--- config.mk ---
export PLATFORM = sky130hd
export DESIGN_NAME = decim_config_status
export DESIGN_NICKNAME = d
export VERILOG_FILES = /design/src/source/decim_cfg_pkg.sv /design/src/source/decim_status_pkg.sv /design/src/source/decim_coeff_bank.sv /design/src/source/decim_status_regs.sv /design/src/source/decim_config_status.sv
export VERILOG_INCLUDE_DIRS = /design/src /design/src/source
export SDC_FILE = /design/constraint.sdc
export NUM_CORES = 1
export LEC_CHECK = 0
export ABC_AREA = 1
export BUFFER_PORTS_ARGS = -buffer_cell sky130_fd_sc_hd__buf_2
export CORE_AREA = 2 2 223 225
export CTS_CLUSTER_SIZE = 20
export DETAILED_ROUTE_END_ITERATION = 16
export DIE_AREA = 0 0 225 227
export MAX_ROUTING_LAYER = met4
export PLACE_DENSITY = 0.72
export SYNTH_ARGS = -nofsm -noshare
export SYNTH_HDL_FRONTEND = slang
export SYNTH_SLANG_ARGS = --single-unit
--- constraint.sdc ---
create_clock -name i_clk -period 1.15 [get_ports i_clk]
set_clock_uncertainty 0.1 [all_clocks]
set_input_delay 0.0575 -clock i_clk [delete_from_list [all_inputs] [get_ports i_clk]]
set_output_delay 0.0575 -clock i_clk [all_outputs]
set_load 0.05 [all_outputs]
--- src/source/decim_params.svh ---
`ifndef DECIM_PARAMS_SVH
`define DECIM_PARAMS_SVH

// ==================================================
// Filter geometry and bus widths
// ==================================================
`define DECIM_FIR_TAPS    16       // FIR coefficient count
`define DECIM_HB_TAPS     9        // Halfband taps, always odd
`define DECIM_COEFF_W     18       // Signed coefficient width
`define DECIM_ADDR_W      8
`define DECIM_DATA_W      32

// Coefficient windows in the address map
`define DECIM_FIR_BASE    8'h00
`define DECIM_HB_BASE     8'h40

// ==================================================
// Reset default coefficients
// ==================================================
// Symmetric lowpass, taps 8..15 mirror taps 7..0
`define DECIM_FIR_DEF_0   18'h3FFD8
`define DECIM_FIR_DEF_1   18'h3FF88
`define DECIM_FIR_DEF_2   18'h000A0
`define DECIM_FIR_DEF_3   18'h00320
`define DECIM_FIR_DEF_4   18'h3FB50
`define DECIM_FIR_DEF_5   18'h3F380
`define DECIM_FIR_DEF_6   18'h01C20
`define DECIM_FIR_DEF_7   18'h07D00 // Main lobe
`define DECIM_FIR_DEF_8   18'h07D00
`define DECIM_FIR_DEF_9   18'h01C20
`define DECIM_FIR_DEF_10  18'h3F380
`define DECIM_FIR_DEF_11  18'h3FB50
`define DECIM_FIR_DEF_12  18'h00320
`define DECIM_FIR_DEF_13  18'h000A0
`define DECIM_FIR_DEF_14  18'h3FF88
`define DECIM_FIR_DEF_15  18'h3FFD8

// Halfband, every second tap from center is zero
`define DECIM_HB_DEF_0    18'h00000
`define DECIM_HB_DEF_1    18'h3F600
`define DECIM_HB_DEF_2    18'h00000
`define DECIM_HB_DEF_3    18'h09800
`define DECIM_HB_DEF_4    18'h10000 // Center tap, 0.5 in Q1.17
`define DECIM_HB_DEF_5    18'h09800
`define DECIM_HB_DEF_6    18'h00000
`define DECIM_HB_DEF_7    18'h3F600
`define DECIM_HB_DEF_8    18'h00000

`endif

--- src/source/decim_cfg_pkg.sv ---
`include "decim_params.svh"

// Configuration side types
package decim_cfg_pkg;

    // Register address on the write port
    typedef logic [`DECIM_ADDR_W-1:0] cfg_addr_t;

    // Raw write data, wider than a coefficient
    typedef logic [`DECIM_DATA_W-1:0] cfg_data_t;

    // One filter coefficient as seen by the datapath
    typedef logic [`DECIM_COEFF_W-1:0] coeff_t;

endpackage

--- src/source/decim_status_pkg.sv ---
// Status side types
package decim_status_pkg;

    // One flag per stage
    // Bit 2 CIC, bit 1 FIR, bit 0 halfband
    typedef logic [2:0] stage_vec_t;

    // Status byte as seen by the host
    typedef logic [7:0] status_t;

    // Error code, lower value wins on conflict
    // except address and range, which come after stage faults
    typedef enum logic [2:0] {
        ERR_NONE         = 3'd0,
        ERR_OVERFLOW     = 3'd1,
        ERR_UNDERFLOW    = 3'd2,
        ERR_INVALID_ADDR = 3'd4, // Write outside both windows
        ERR_COEFF_RANGE  = 3'd5  // Data above coefficient width
    } err_type_e;

endpackage

--- src/source/decim_coeff_bank.sv ---
`timescale 1ns/1ns
`include "decim_params.svh"

module decim_coeff_bank (
    input  logic                       i_clk,
    input  logic                       i_rst_n,
    input  logic                       i_enable,     // Gates all writes
    input  logic                       i_cfg_valid,  // Write strobe
    input  decim_cfg_pkg::cfg_addr_t   i_cfg_addr,
    input  decim_cfg_pkg::cfg_data_t   i_cfg_data,
    output decim_cfg_pkg::coeff_t      o_fir_coeff [`DECIM_FIR_TAPS],
    output decim_cfg_pkg::coeff_t      o_hb_coeff  [`DECIM_HB_TAPS],
    output logic                       o_addr_err,   // One cycle pulse
    output logic                       o_range_err   // One cycle pulse
);

    localparam int FIR_IDX_W = $clog2(`DECIM_FIR_TAPS);
    localparam int HB_IDX_W  = $clog2(`DECIM_HB_TAPS);

    // Reset images of both banks
    localparam decim_cfg_pkg::coeff_t FIR_DEF [`DECIM_FIR_TAPS] = '{
        `DECIM_FIR_DEF_0,  `DECIM_FIR_DEF_1,  `DECIM_FIR_DEF_2,  `DECIM_FIR_DEF_3,
        `DECIM_FIR_DEF_4,  `DECIM_FIR_DEF_5,  `DECIM_FIR_DEF_6,  `DECIM_FIR_DEF_7,
        `DECIM_FIR_DEF_8,  `DECIM_FIR_DEF_9,  `DECIM_FIR_DEF_10, `DECIM_FIR_DEF_11,
        `DECIM_FIR_DEF_12, `DECIM_FIR_DEF_13, `DECIM_FIR_DEF_14, `DECIM_FIR_DEF_15
    };

    localparam decim_cfg_pkg::coeff_t HB_DEF [`DECIM_HB_TAPS] = '{
        `DECIM_HB_DEF_0, `DECIM_HB_DEF_1, `DECIM_HB_DEF_2,
        `DECIM_HB_DEF_3, `DECIM_HB_DEF_4, `DECIM_HB_DEF_5,
        `DECIM_HB_DEF_6, `DECIM_HB_DEF_7, `DECIM_HB_DEF_8
    };

    // ==================================================
    // Address decode and write checks
    // ==================================================
    decim_cfg_pkg::cfg_addr_t fir_off;   // Offset into FIR window
    decim_cfg_pkg::cfg_addr_t hb_off;    // Offset into halfband window
    logic [FIR_IDX_W-1:0]     fir_idx;
    logic [HB_IDX_W-1:0]      hb_idx;
    logic                     fir_hit;
    logic                     hb_hit;
    logic                     wr_req;    // Qualified strobe
    logic                     data_ovr;  // Bits above the coefficient set
    logic                     addr_err;
    logic                     range_err;
    logic                     wr_fir;
    logic                     wr_hb;

    assign wr_req  = i_enable & i_cfg_valid;

    // Wraps below base, so one unsigned compare covers both bounds
    assign fir_off = i_cfg_addr - `DECIM_FIR_BASE;
    assign hb_off  = i_cfg_addr - `DECIM_HB_BASE;
    assign fir_hit = fir_off < decim_cfg_pkg::cfg_addr_t'(`DECIM_FIR_TAPS);
    assign hb_hit  = hb_off < decim_cfg_pkg::cfg_addr_t'(`DECIM_HB_TAPS);
    assign fir_idx = fir_off[FIR_IDX_W-1:0];
    assign hb_idx  = hb_off[HB_IDX_W-1:0];

    assign data_ovr = |i_cfg_data[`DECIM_DATA_W-1:`DECIM_COEFF_W];

    assign addr_err  = wr_req & ~(fir_hit | hb_hit);
    assign range_err = wr_req & (fir_hit | hb_hit) & data_ovr;

    // Clean writes only, a rejected write leaves the tap alone
    assign wr_fir = wr_req & fir_hit & ~data_ovr;
    assign wr_hb  = wr_req & hb_hit & ~data_ovr;

    // ==================================================
    // Coefficient storage
    // ==================================================
    always_ff @(posedge i_clk or negedge i_rst_n) begin
        if (!i_rst_n) begin
            for (int i = 0; i < `DECIM_FIR_TAPS; i++) begin
                o_fir_coeff[i] <= FIR_DEF[i];
            end
        end else if (wr_fir) begin
            o_fir_coeff[fir_idx] <= i_cfg_data[`DECIM_COEFF_W-1:0];
        end
    end

    always_ff @(posedge i_clk or negedge i_rst_n) begin
        if (!i_rst_n) begin
            for (int i = 0; i < `DECIM_HB_TAPS; i++) begin
                o_hb_coeff[i] <= HB_DEF[i];
            end
        end else if (wr_hb) begin
            o_hb_coeff[hb_idx] <= i_cfg_data[`DECIM_COEFF_W-1:0]; // hb_hit bounds idx
        end
    end

    // Error pulses, high for the cycle after the write edge
    always_ff @(posedge i_clk or negedge i_rst_n) begin
        if (!i_rst_n) begin
            o_addr_err  <= 1'b0;
            o_range_err <= 1'b0;
        end else begin
            o_addr_err  <= addr_err;
            o_range_err <= range_err;
        end
    end

endmodule

--- src/source/decim_status_regs.sv ---
`timescale 1ns/1ns

module decim_status_regs (
    input  logic                          i_clk,
    input  logic                          i_rst_n,
    input  logic                          i_enable,       // Low clears everything
    input  decim_status_pkg::stage_vec_t  i_stage_valid,  // Stage activity levels
    input  decim_status_pkg::stage_vec_t  i_stage_ovf,
    input  decim_status_pkg::stage_vec_t  i_stage_udf,
    input  logic                          i_addr_err,     // From coefficient bank
    input  logic                          i_range_err,    // From coefficient bank
    output decim_status_pkg::status_t     o_status,
    output logic                          o_busy,
    output logic                          o_error,
    output decim_status_pkg::err_type_e   o_err_type
);

    // ==================================================
    // Fault merging
    // ==================================================
    logic                               any_ovf;
    logic                               any_udf;
    logic                               err_next;
    decim_status_pkg::err_type_e        type_next;
    decim_status_pkg::status_t          status_next;

    assign any_ovf  = |i_stage_ovf;
    assign any_udf  = |i_stage_udf;
    assign err_next = any_ovf | any_udf | i_addr_err | i_range_err;

    // Fixed priority
    // stage faults first, then write faults
    always_comb begin
        if (any_ovf) begin
            type_next = decim_status_pkg::ERR_OVERFLOW;
        end else if (any_udf) begin
            type_next = decim_status_pkg::ERR_UNDERFLOW;
        end else if (i_addr_err) begin
            type_next = decim_status_pkg::ERR_INVALID_ADDR;
        end else if (i_range_err) begin
            type_next = decim_status_pkg::ERR_COEFF_RANGE;
        end else begin
            type_next = decim_status_pkg::ERR_NONE;
        end
    end

    // Bit 4 carries this update's error, not last cycle's
    assign status_next = {
        i_stage_valid,  // 7:5 CIC, FIR, halfband active
        err_next,       // 4
        any_ovf,        // 3
        any_udf,        // 2
        i_addr_err,     // 1
        i_range_err     // 0
    };

    // ==================================================
    // Status registers
    // ==================================================
    always_ff @(posedge i_clk or negedge i_rst_n) begin
        if (!i_rst_n) begin
            o_status   <= '0;
            o_busy     <= 1'b0;
            o_error    <= 1'b0;
            o_err_type <= decim_status_pkg::ERR_NONE;
        end else if (!i_enable) begin
            // Disabled block reports idle
            o_status   <= '0;
            o_busy     <= 1'b0;
            o_error    <= 1'b0;
            o_err_type <= decim_status_pkg::ERR_NONE;
        end else begin
            o_status   <= status_next;
            o_busy     <= |i_stage_valid; // Any stage running
            o_error    <= err_next;
            o_err_type <= type_next;      // Aligned with o_error
        end
    end

endmodule

--- src/source/decim_config_status.sv ---
`timescale 1ns/1ns
`include "decim_params.svh"

module decim_config_status (
    input  logic                          i_clk,
    input  logic                          i_rst_n,
    input  logic                          i_enable,
    // Coefficient write port
    input  logic                          i_cfg_valid,
    input  decim_cfg_pkg::cfg_addr_t      i_cfg_addr,
    input  decim_cfg_pkg::cfg_data_t      i_cfg_data,
    // Stage status levels
    input  decim_status_pkg::stage_vec_t  i_stage_valid,
    input  decim_status_pkg::stage_vec_t  i_stage_ovf,
    input  decim_status_pkg::stage_vec_t  i_stage_udf,
    // Coefficients to the filters
    output decim_cfg_pkg::coeff_t         o_fir_coeff [`DECIM_FIR_TAPS],
    output decim_cfg_pkg::coeff_t         o_hb_coeff  [`DECIM_HB_TAPS],
    // Status to the host
    output decim_status_pkg::status_t     o_status,
    output logic                          o_busy,
    output logic                          o_error,
    output decim_status_pkg::err_type_e   o_err_type
);

    // Write check pulses, one cycle after the offending write
    logic bank_addr_err;
    logic bank_range_err;

    // ==================================================
    // Coefficient bank
    // ==================================================
    decim_coeff_bank u_coeff_bank (
        .i_clk       (i_clk),
        .i_rst_n     (i_rst_n),
        .i_enable    (i_enable),
        .i_cfg_valid (i_cfg_valid),
        .i_cfg_addr  (i_cfg_addr),
        .i_cfg_data  (i_cfg_data),
        .o_fir_coeff (o_fir_coeff),
        .o_hb_coeff  (o_hb_coeff),
        .o_addr_err  (bank_addr_err),
        .o_range_err (bank_range_err)
    );

    // ==================================================
    // Status registers
    // ==================================================
    // Adds one more edge to the write error path
    decim_status_regs u_status_regs (
        .i_clk         (i_clk),
        .i_rst_n       (i_rst_n),
        .i_enable      (i_enable),
        .i_stage_valid (i_stage_valid),
        .i_stage_ovf   (i_stage_ovf),
        .i_stage_udf   (i_stage_udf),
        .i_addr_err    (bank_addr_err),
        .i_range_err   (bank_range_err),
        .o_status      (o_status),
        .o_busy        (o_busy),
        .o_error       (o_error),
        .o_err_type    (o_err_type)
    );

endmodule

After elaboration in Yosys (flattened, before gate mapping). Index checks and enable logic that the tools add are counted.

Logic and storage cells: 74. Output and inout port bits: 463. Bits in registers: 465. Bits of input ports: 53.

Multiplexer cells: 14. $add $sub $neg: 1. Reduce and logical (&&, ||, !) cells: 6. Order comparisons: 6. Bitwise operators: 16.

Operator list (count): $bwmux 288 (1); $bwmux 162 (1); $demux 18 s4 (2); $mux 18 (2); $mux 3 (5); $reduce_or 14->1 (1); $ge 5x5->1 const B (2); $lt 5x1->1 const B (2); $not 4->5 (2); $reduce_or 3->1 (3); $and 1x1->1 (8); $lt 8x4->1 const B (1); $lt 8x5->1 const B (1); $mux 8 (1); $sub 8x7->8 const B (1); $or 1x1->1 (4); $logic_and 1x1->1 (2); $mux 1 (2); $not 1->1 (2).

Depth between registers and ports, before layout.
Word-level depth: 7. Depth in mapped cells: 10. Gate-level depth less buffers: 8.

Hierarchy. From an unflattened synthesis, not the netlist that was laid out.

Cell total of the unflattened synthesis: 2102. Area total of the unflattened synthesis: 18879.4 um^2.

By module, submodules not included: decim_coeff_bank (cells an instance 2058, sequential area each 11492.3 um^2, times used 1, area each 18418.9 um^2); decim_status_regs (cells an instance 44, sequential area each 300.3 um^2, times used 1, area each 460.4 um^2).

Worst setup path after synthesis. OpenSTA, ideal clock, no wires.

Kind: in2reg. Start point: input port i_cfg_data[21]. End point: register u_coeff_bank.o_fir_coeff[79] (netlist name). Path buffers: 2. Data required time: 931 ps. Stages: 10. Arrival time: 1196 ps. Setup time: 119 ps. Slack: -265 ps. Path through: nor2_1 -> nand3_1 -> inv_1 -> nand2_1 -> nor2_4 -> buf_6 -> nand2_4 -> buf_2 -> nand2_1 -> nand2_1.

Word-level cells in the longest chain between the ends: 3.

RTL lines: start, declared (RTL line decim_config_status.sv:11) `input decim_cfg_pkg::cfg_data_t i_cfg_data,`; $reduce_or 14->1 (RTL line decim_coeff_bank.sv:60) `` assign data_ovr = |i_cfg_data[`DECIM_DATA_W-1:`DECIM_COEFF_W]; ``; $not 1->1 (RTL line decim_coeff_bank.sv:66) `assign wr_fir = wr_req & fir_hit & ~data_ovr;`; $and 1x1->1 (RTL line decim_coeff_bank.sv:66); end signal, assigned by index (RTL line decim_coeff_bank.sv:75) `o_fir_coeff[i] <= FIR_DEF[i];`; end signal, assigned by index (RTL line decim_coeff_bank.sv:78) `` o_fir_coeff[fir_idx] <= i_cfg_data[`DECIM_COEFF_W-1:0]; ``; end, declared (RTL line decim_coeff_bank.sv:11) `` output decim_cfg_pkg::coeff_t o_fir_coeff [`DECIM_FIR_TAPS], ``.

Every way passes these cells. A chain may end at the register's enable or synchronous reset.

Final worst setup path.
Start point: register u_coeff_bank.o_fir_coeff[137] (netlist name). End point: output port o_fir_coeff[137] (netlist name).

RTL lines: end, declared (RTL line decim_config_status.sv:17) `` output decim_cfg_pkg::coeff_t o_fir_coeff [`DECIM_FIR_TAPS], ``.

No word-level cell between the ends.

==> metrics <==
pwr dens 1112 nW/um^2; synthesized area 18870 sq um; leakage component of the power 0.01671 uW; global-route wire length before repair between 100 and 150 mm; detailed-route vias per instance 5.721; DRC violations left 0; switching power share of the total 0.2440; sink count of the clock tree roughly 460; filler cell count in the final layout 3165; Setup Viol. Count Final 473; floorplan core area 48550 sq um; die height between 200 and 250 microns; final setup slack of the worst path -0.3828 ns; outcome finished with violations; worst-case hold path end point u_coeff_bank.o_range_err; path category of the worst min-delay check in2reg; area share of the largest cell type after synthesis 0.4230; pin count of the biggest net entering global routing 73; critical path class reg2out; Reg2Reg Launch Point u_coeff_bank.o_fir_coeff[73]; dominant cell by count in the synthesized netlist sky130_fd_sc_hd__nand2_1; max_slew headroom 0.4160; kind of cell adding the most delay to the critical path flip-flops; Post-Syn Area per Cell 8.934 sq um; Worst Hold Depth 7; total via count after detailed routing ~21000; Placer Congestion 0.8781; number of synthesized flops with an enable pin 0; cell-by-cell trace of the critical path buf_8; Logic pwr share 0.061; final cell count without fillers 3617; delay of the slowest cell on the worst path approximately 0.60 ns; synthesized net count 2165; placed insts 3265; register area share after synthesis 0.6250; leftover overflow at the end of global routing 0; minimum period implied by the final worst setup slack about 1.5 ns; post-route fraction of the period consumed by the critical path 1.333; cell types with the highest counts after synthesis sky130_fd_sc_hd__nand2_1, sky130_fd_sc_hd__nand3_1, sky130_fd_sc_hd__dfrtp_1, sky130_fd_sc_hd__dfstp_2, sky130_fd_sc_hd__clkbuf_1; Final Hold Slack -0.03565 ns; DIE AREA 51080 sq um; number of port buffers between 500 and 600; sequential cell fraction of total power 0.470; routed len/inst 24.36 microns; cell count after synthesis roughly 2100; Total Power Consumption between 30000 and 40000 uW; Root Driver sky130_fd_sc_hd__clkbuf_16; arrival time worst endpoint ~1.4 ns; post-DP HPWL 45.49 mm; max-cap viol count 0; Worst Hold Launch i_cfg_data[20]; Final Slew Violations 0; area leader, netlist sky130_fd_sc_hd__dfrtp_1; clock latency of the later-clocked register in the worst-skew pair about 0.60 ns; Syn. warnings 0; R2R setup slack -0.06 ns; count of antenna-violating nets left after detailed routing 0; Initial DRC Count between 2000 and 2500; final layout net count 3006; total routed wirelength just under 90 mm; P&R area growth vs syn 66.35%; required time of the worst setup path a little under 1 ns; starting utilization of the core area 0.3887; Clock Pin Slew Worst Setup and Hold Paths around 0.070 ns; Yosys cell types 23; Synth Register Bits around 460; clock tree from TritonCTS built; cts bufs inserted 49; Crit. End Element primary output; final hold violation count 1; share of post-route cells with drive strength above 1 0.4036; io pins ~520; number of levels in the clock H-tree 2; switching power summed over all nets 8517 uW; length in cells of the worst reg-to-reg path 4; highest clock frequency the design can meet approximately 650 MHz; CP bufs+invs 1; highest net fanout along the worst path 2; initial antenna violation count 2; Top FF cell, synth sky130_fd_sc_hd__dfrtp_1; Internal ~26000 uW; violations in the final reports negative hold slack, negative setup slack; number of global-route vias before repair 19909; cell with the largest stage delay on the worst path sky130_fd_sc_hd__dfstp_2; DR pass1 iterations 6; transition time at the pin with the least slew margin 0.8746 ns; cell types occupying the most area after synthesis sky130_fd_sc_hd__dfrtp_1, sky130_fd_sc_hd__dfstp_2, sky130_fd_sc_hd__nand2_1; setup repair after global routing missed its margin yes; startpoint type of the worst setup path register; Die X 225 microns; clock share of power 0.470; proportion of synthesized flip-flops having asynchronous set or reset 1.000; worst flop-to-flop path endpoint u_coeff_bank.o_fir_coeff[73]; global router's overall resource usage 0.3174; maximum buffer depth of the clock tree 3; number of standard-cell rows in the floorplan 81; maximum resistive drop on vdd 0.001151 V
[worst max path at each step]
stage          slack [ns]                       endpoint  cells after the start                          start
2_1_floorplan       -0.18  u_coeff_bank.o_fir_coeff[133]                     10                 i_cfg_data[29]
3_3_place_gp        -0.84   u_coeff_bank.o_hb_coeff[105]                     10                  i_cfg_addr[0]
3_5_place_dp        -0.85    u_coeff_bank.o_hb_coeff[67]                     10                  i_cfg_addr[0]
4_1_cts             -0.37               o_fir_coeff[137]                      1  u_coeff_bank.o_fir_coeff[137]
5_1_grt             -0.40               o_fir_coeff[137]                      1  u_coeff_bank.o_fir_coeff[137]
6_report            -0.38               o_fir_coeff[137]                      1  u_coeff_bank.o_fir_coeff[137]
[final cells by class]
cell class | instances | area (sq um) | area share
diodes | 2 | 5.005 | 0.0001594
multi-input cells | 1449 | 6440 | 0.2052
well taps | 622 | 778.2 | 0.02479
flip-flops and latches | 464 | 11790 | 0.3757
clock buffers | 72 | 1433 | 0.04564
clock inverters | 19 | 187.7 | 0.005979
repair buffers | 964 | 10660 | 0.3396
inverters | 25 | 93.84 | 0.002989
[cell usage in the layout (no fill, tap or decap), types with 9 or more instances in the layout]
cell type / instances
sky130_fd_sc_hd__clkbuf_8: 12
sky130_fd_sc_hd__dfrtp_1: 318
sky130_fd_sc_hd__buf_2: 51
sky130_fd_sc_hd__buf_4: 314
sky130_fd_sc_hd__clkbuf_16: 55
sky130_fd_sc_hd__clkbuf_1: 11
sky130_fd_sc_hd__nand2_1: 924
sky130_fd_sc_hd__nand2_8: 9
sky130_fd_sc_hd__nor2_1: 11
sky130_fd_sc_hd__clkinv_2: 10
sky130_fd_sc_hd__dlygate4sd3_1: 38
sky130_fd_sc_hd__nor2_4: 14
sky130_fd_sc_hd__buf_8: 146
sky130_fd_sc_hd__buf_12: 76
sky130_fd_sc_hd__dfstp_2: 145
sky130_fd_sc_hd__nand3_2: 10
sky130_fd_sc_hd__nor2_2: 12
sky130_fd_sc_hd__nand3_1: 451
sky130_fd_sc_hd__buf_6: 327
sky130_fd_sc_hd__inv_1: 21
[layer usage]
metal  global-route usage  wire length (microns)  up-vias
met4               0.1899                   7067        0
li1                     -                      -     8402
met3              0.08828                  10530      553
met5                    -                      0        -
met1               0.3658                  29830     9988
met2               0.4966                  40700     1750
[flip-flops by register name, indices dropped and copies added (netlist names)]
| register | flops |
|---|---|
| u_coeff_bank.o_addr_err | 1 |
| u_coeff_bank.o_fir_coeff | 288 |
| u_coeff_bank.o_hb_coeff | 162 |
| u_coeff_bank.o_range_err | 1 |
| u_status_regs.o_busy | 1 |
| u_status_regs.o_err_type | 3 |
| u_status_regs.o_status | 8 |
[timing repair]
item | 4_1_cts | 5_1_grt
endpoints found under the hold margin | 928 | 2
hold buffers | 38 | 6
gates cloned | 0 | 6
endpoints found under the setup margin | 625 | 944
resized for setup | 1070 | 33
setup buffers | 96 | 116
pin swaps | 1 | 3
[power by group through the flow]
stage / combinational [uW] / sequential (uW) / clock, uW
2_1_floorplan: 436 / 16700 / 0
3_3_place_gp: 1830 / 16700 / 0
3_5_place_dp: 1860 / 16700 / 0
4_1_cts: 2000 / 16400 / 16300
5_1_grt: 2180 / 16400 / 17100
6_report: 2130 / 16400 / 16400
[kinds of logic after synthesis]
family,synth area share
AO/OA/AOI/OAI,0.001458
buffers and inverters,0.04668
flip-flops,0.6250
AND/OR/NAND/NOR,0.3269
[metrics by stage]
step | hold WS (ns) | TNS [ns] | utilization | instance area [sq um] | setup WS, ns
2_1_floorplan | -0.3381 | -57.59 | - | 19070 | -0.1837
3_3_place_gp | -0.1896 | -249.85 | 0.4941 | 23980 | -0.8382
3_5_place_dp | -0.1880 | -261.37 | 0.4941 | 23980 | -0.8491
4_1_cts | -0.2700 | -218.80 | 0.6209 | 30140 | -0.3652
5_1_grt | -0.02869 | -112.04 | 0.6466 | 31390 | -0.3971
6_report | -0.03565 | -95.81 | 0.6466 | 31390 | -0.3828
Power figures use the tool's default switching activity.
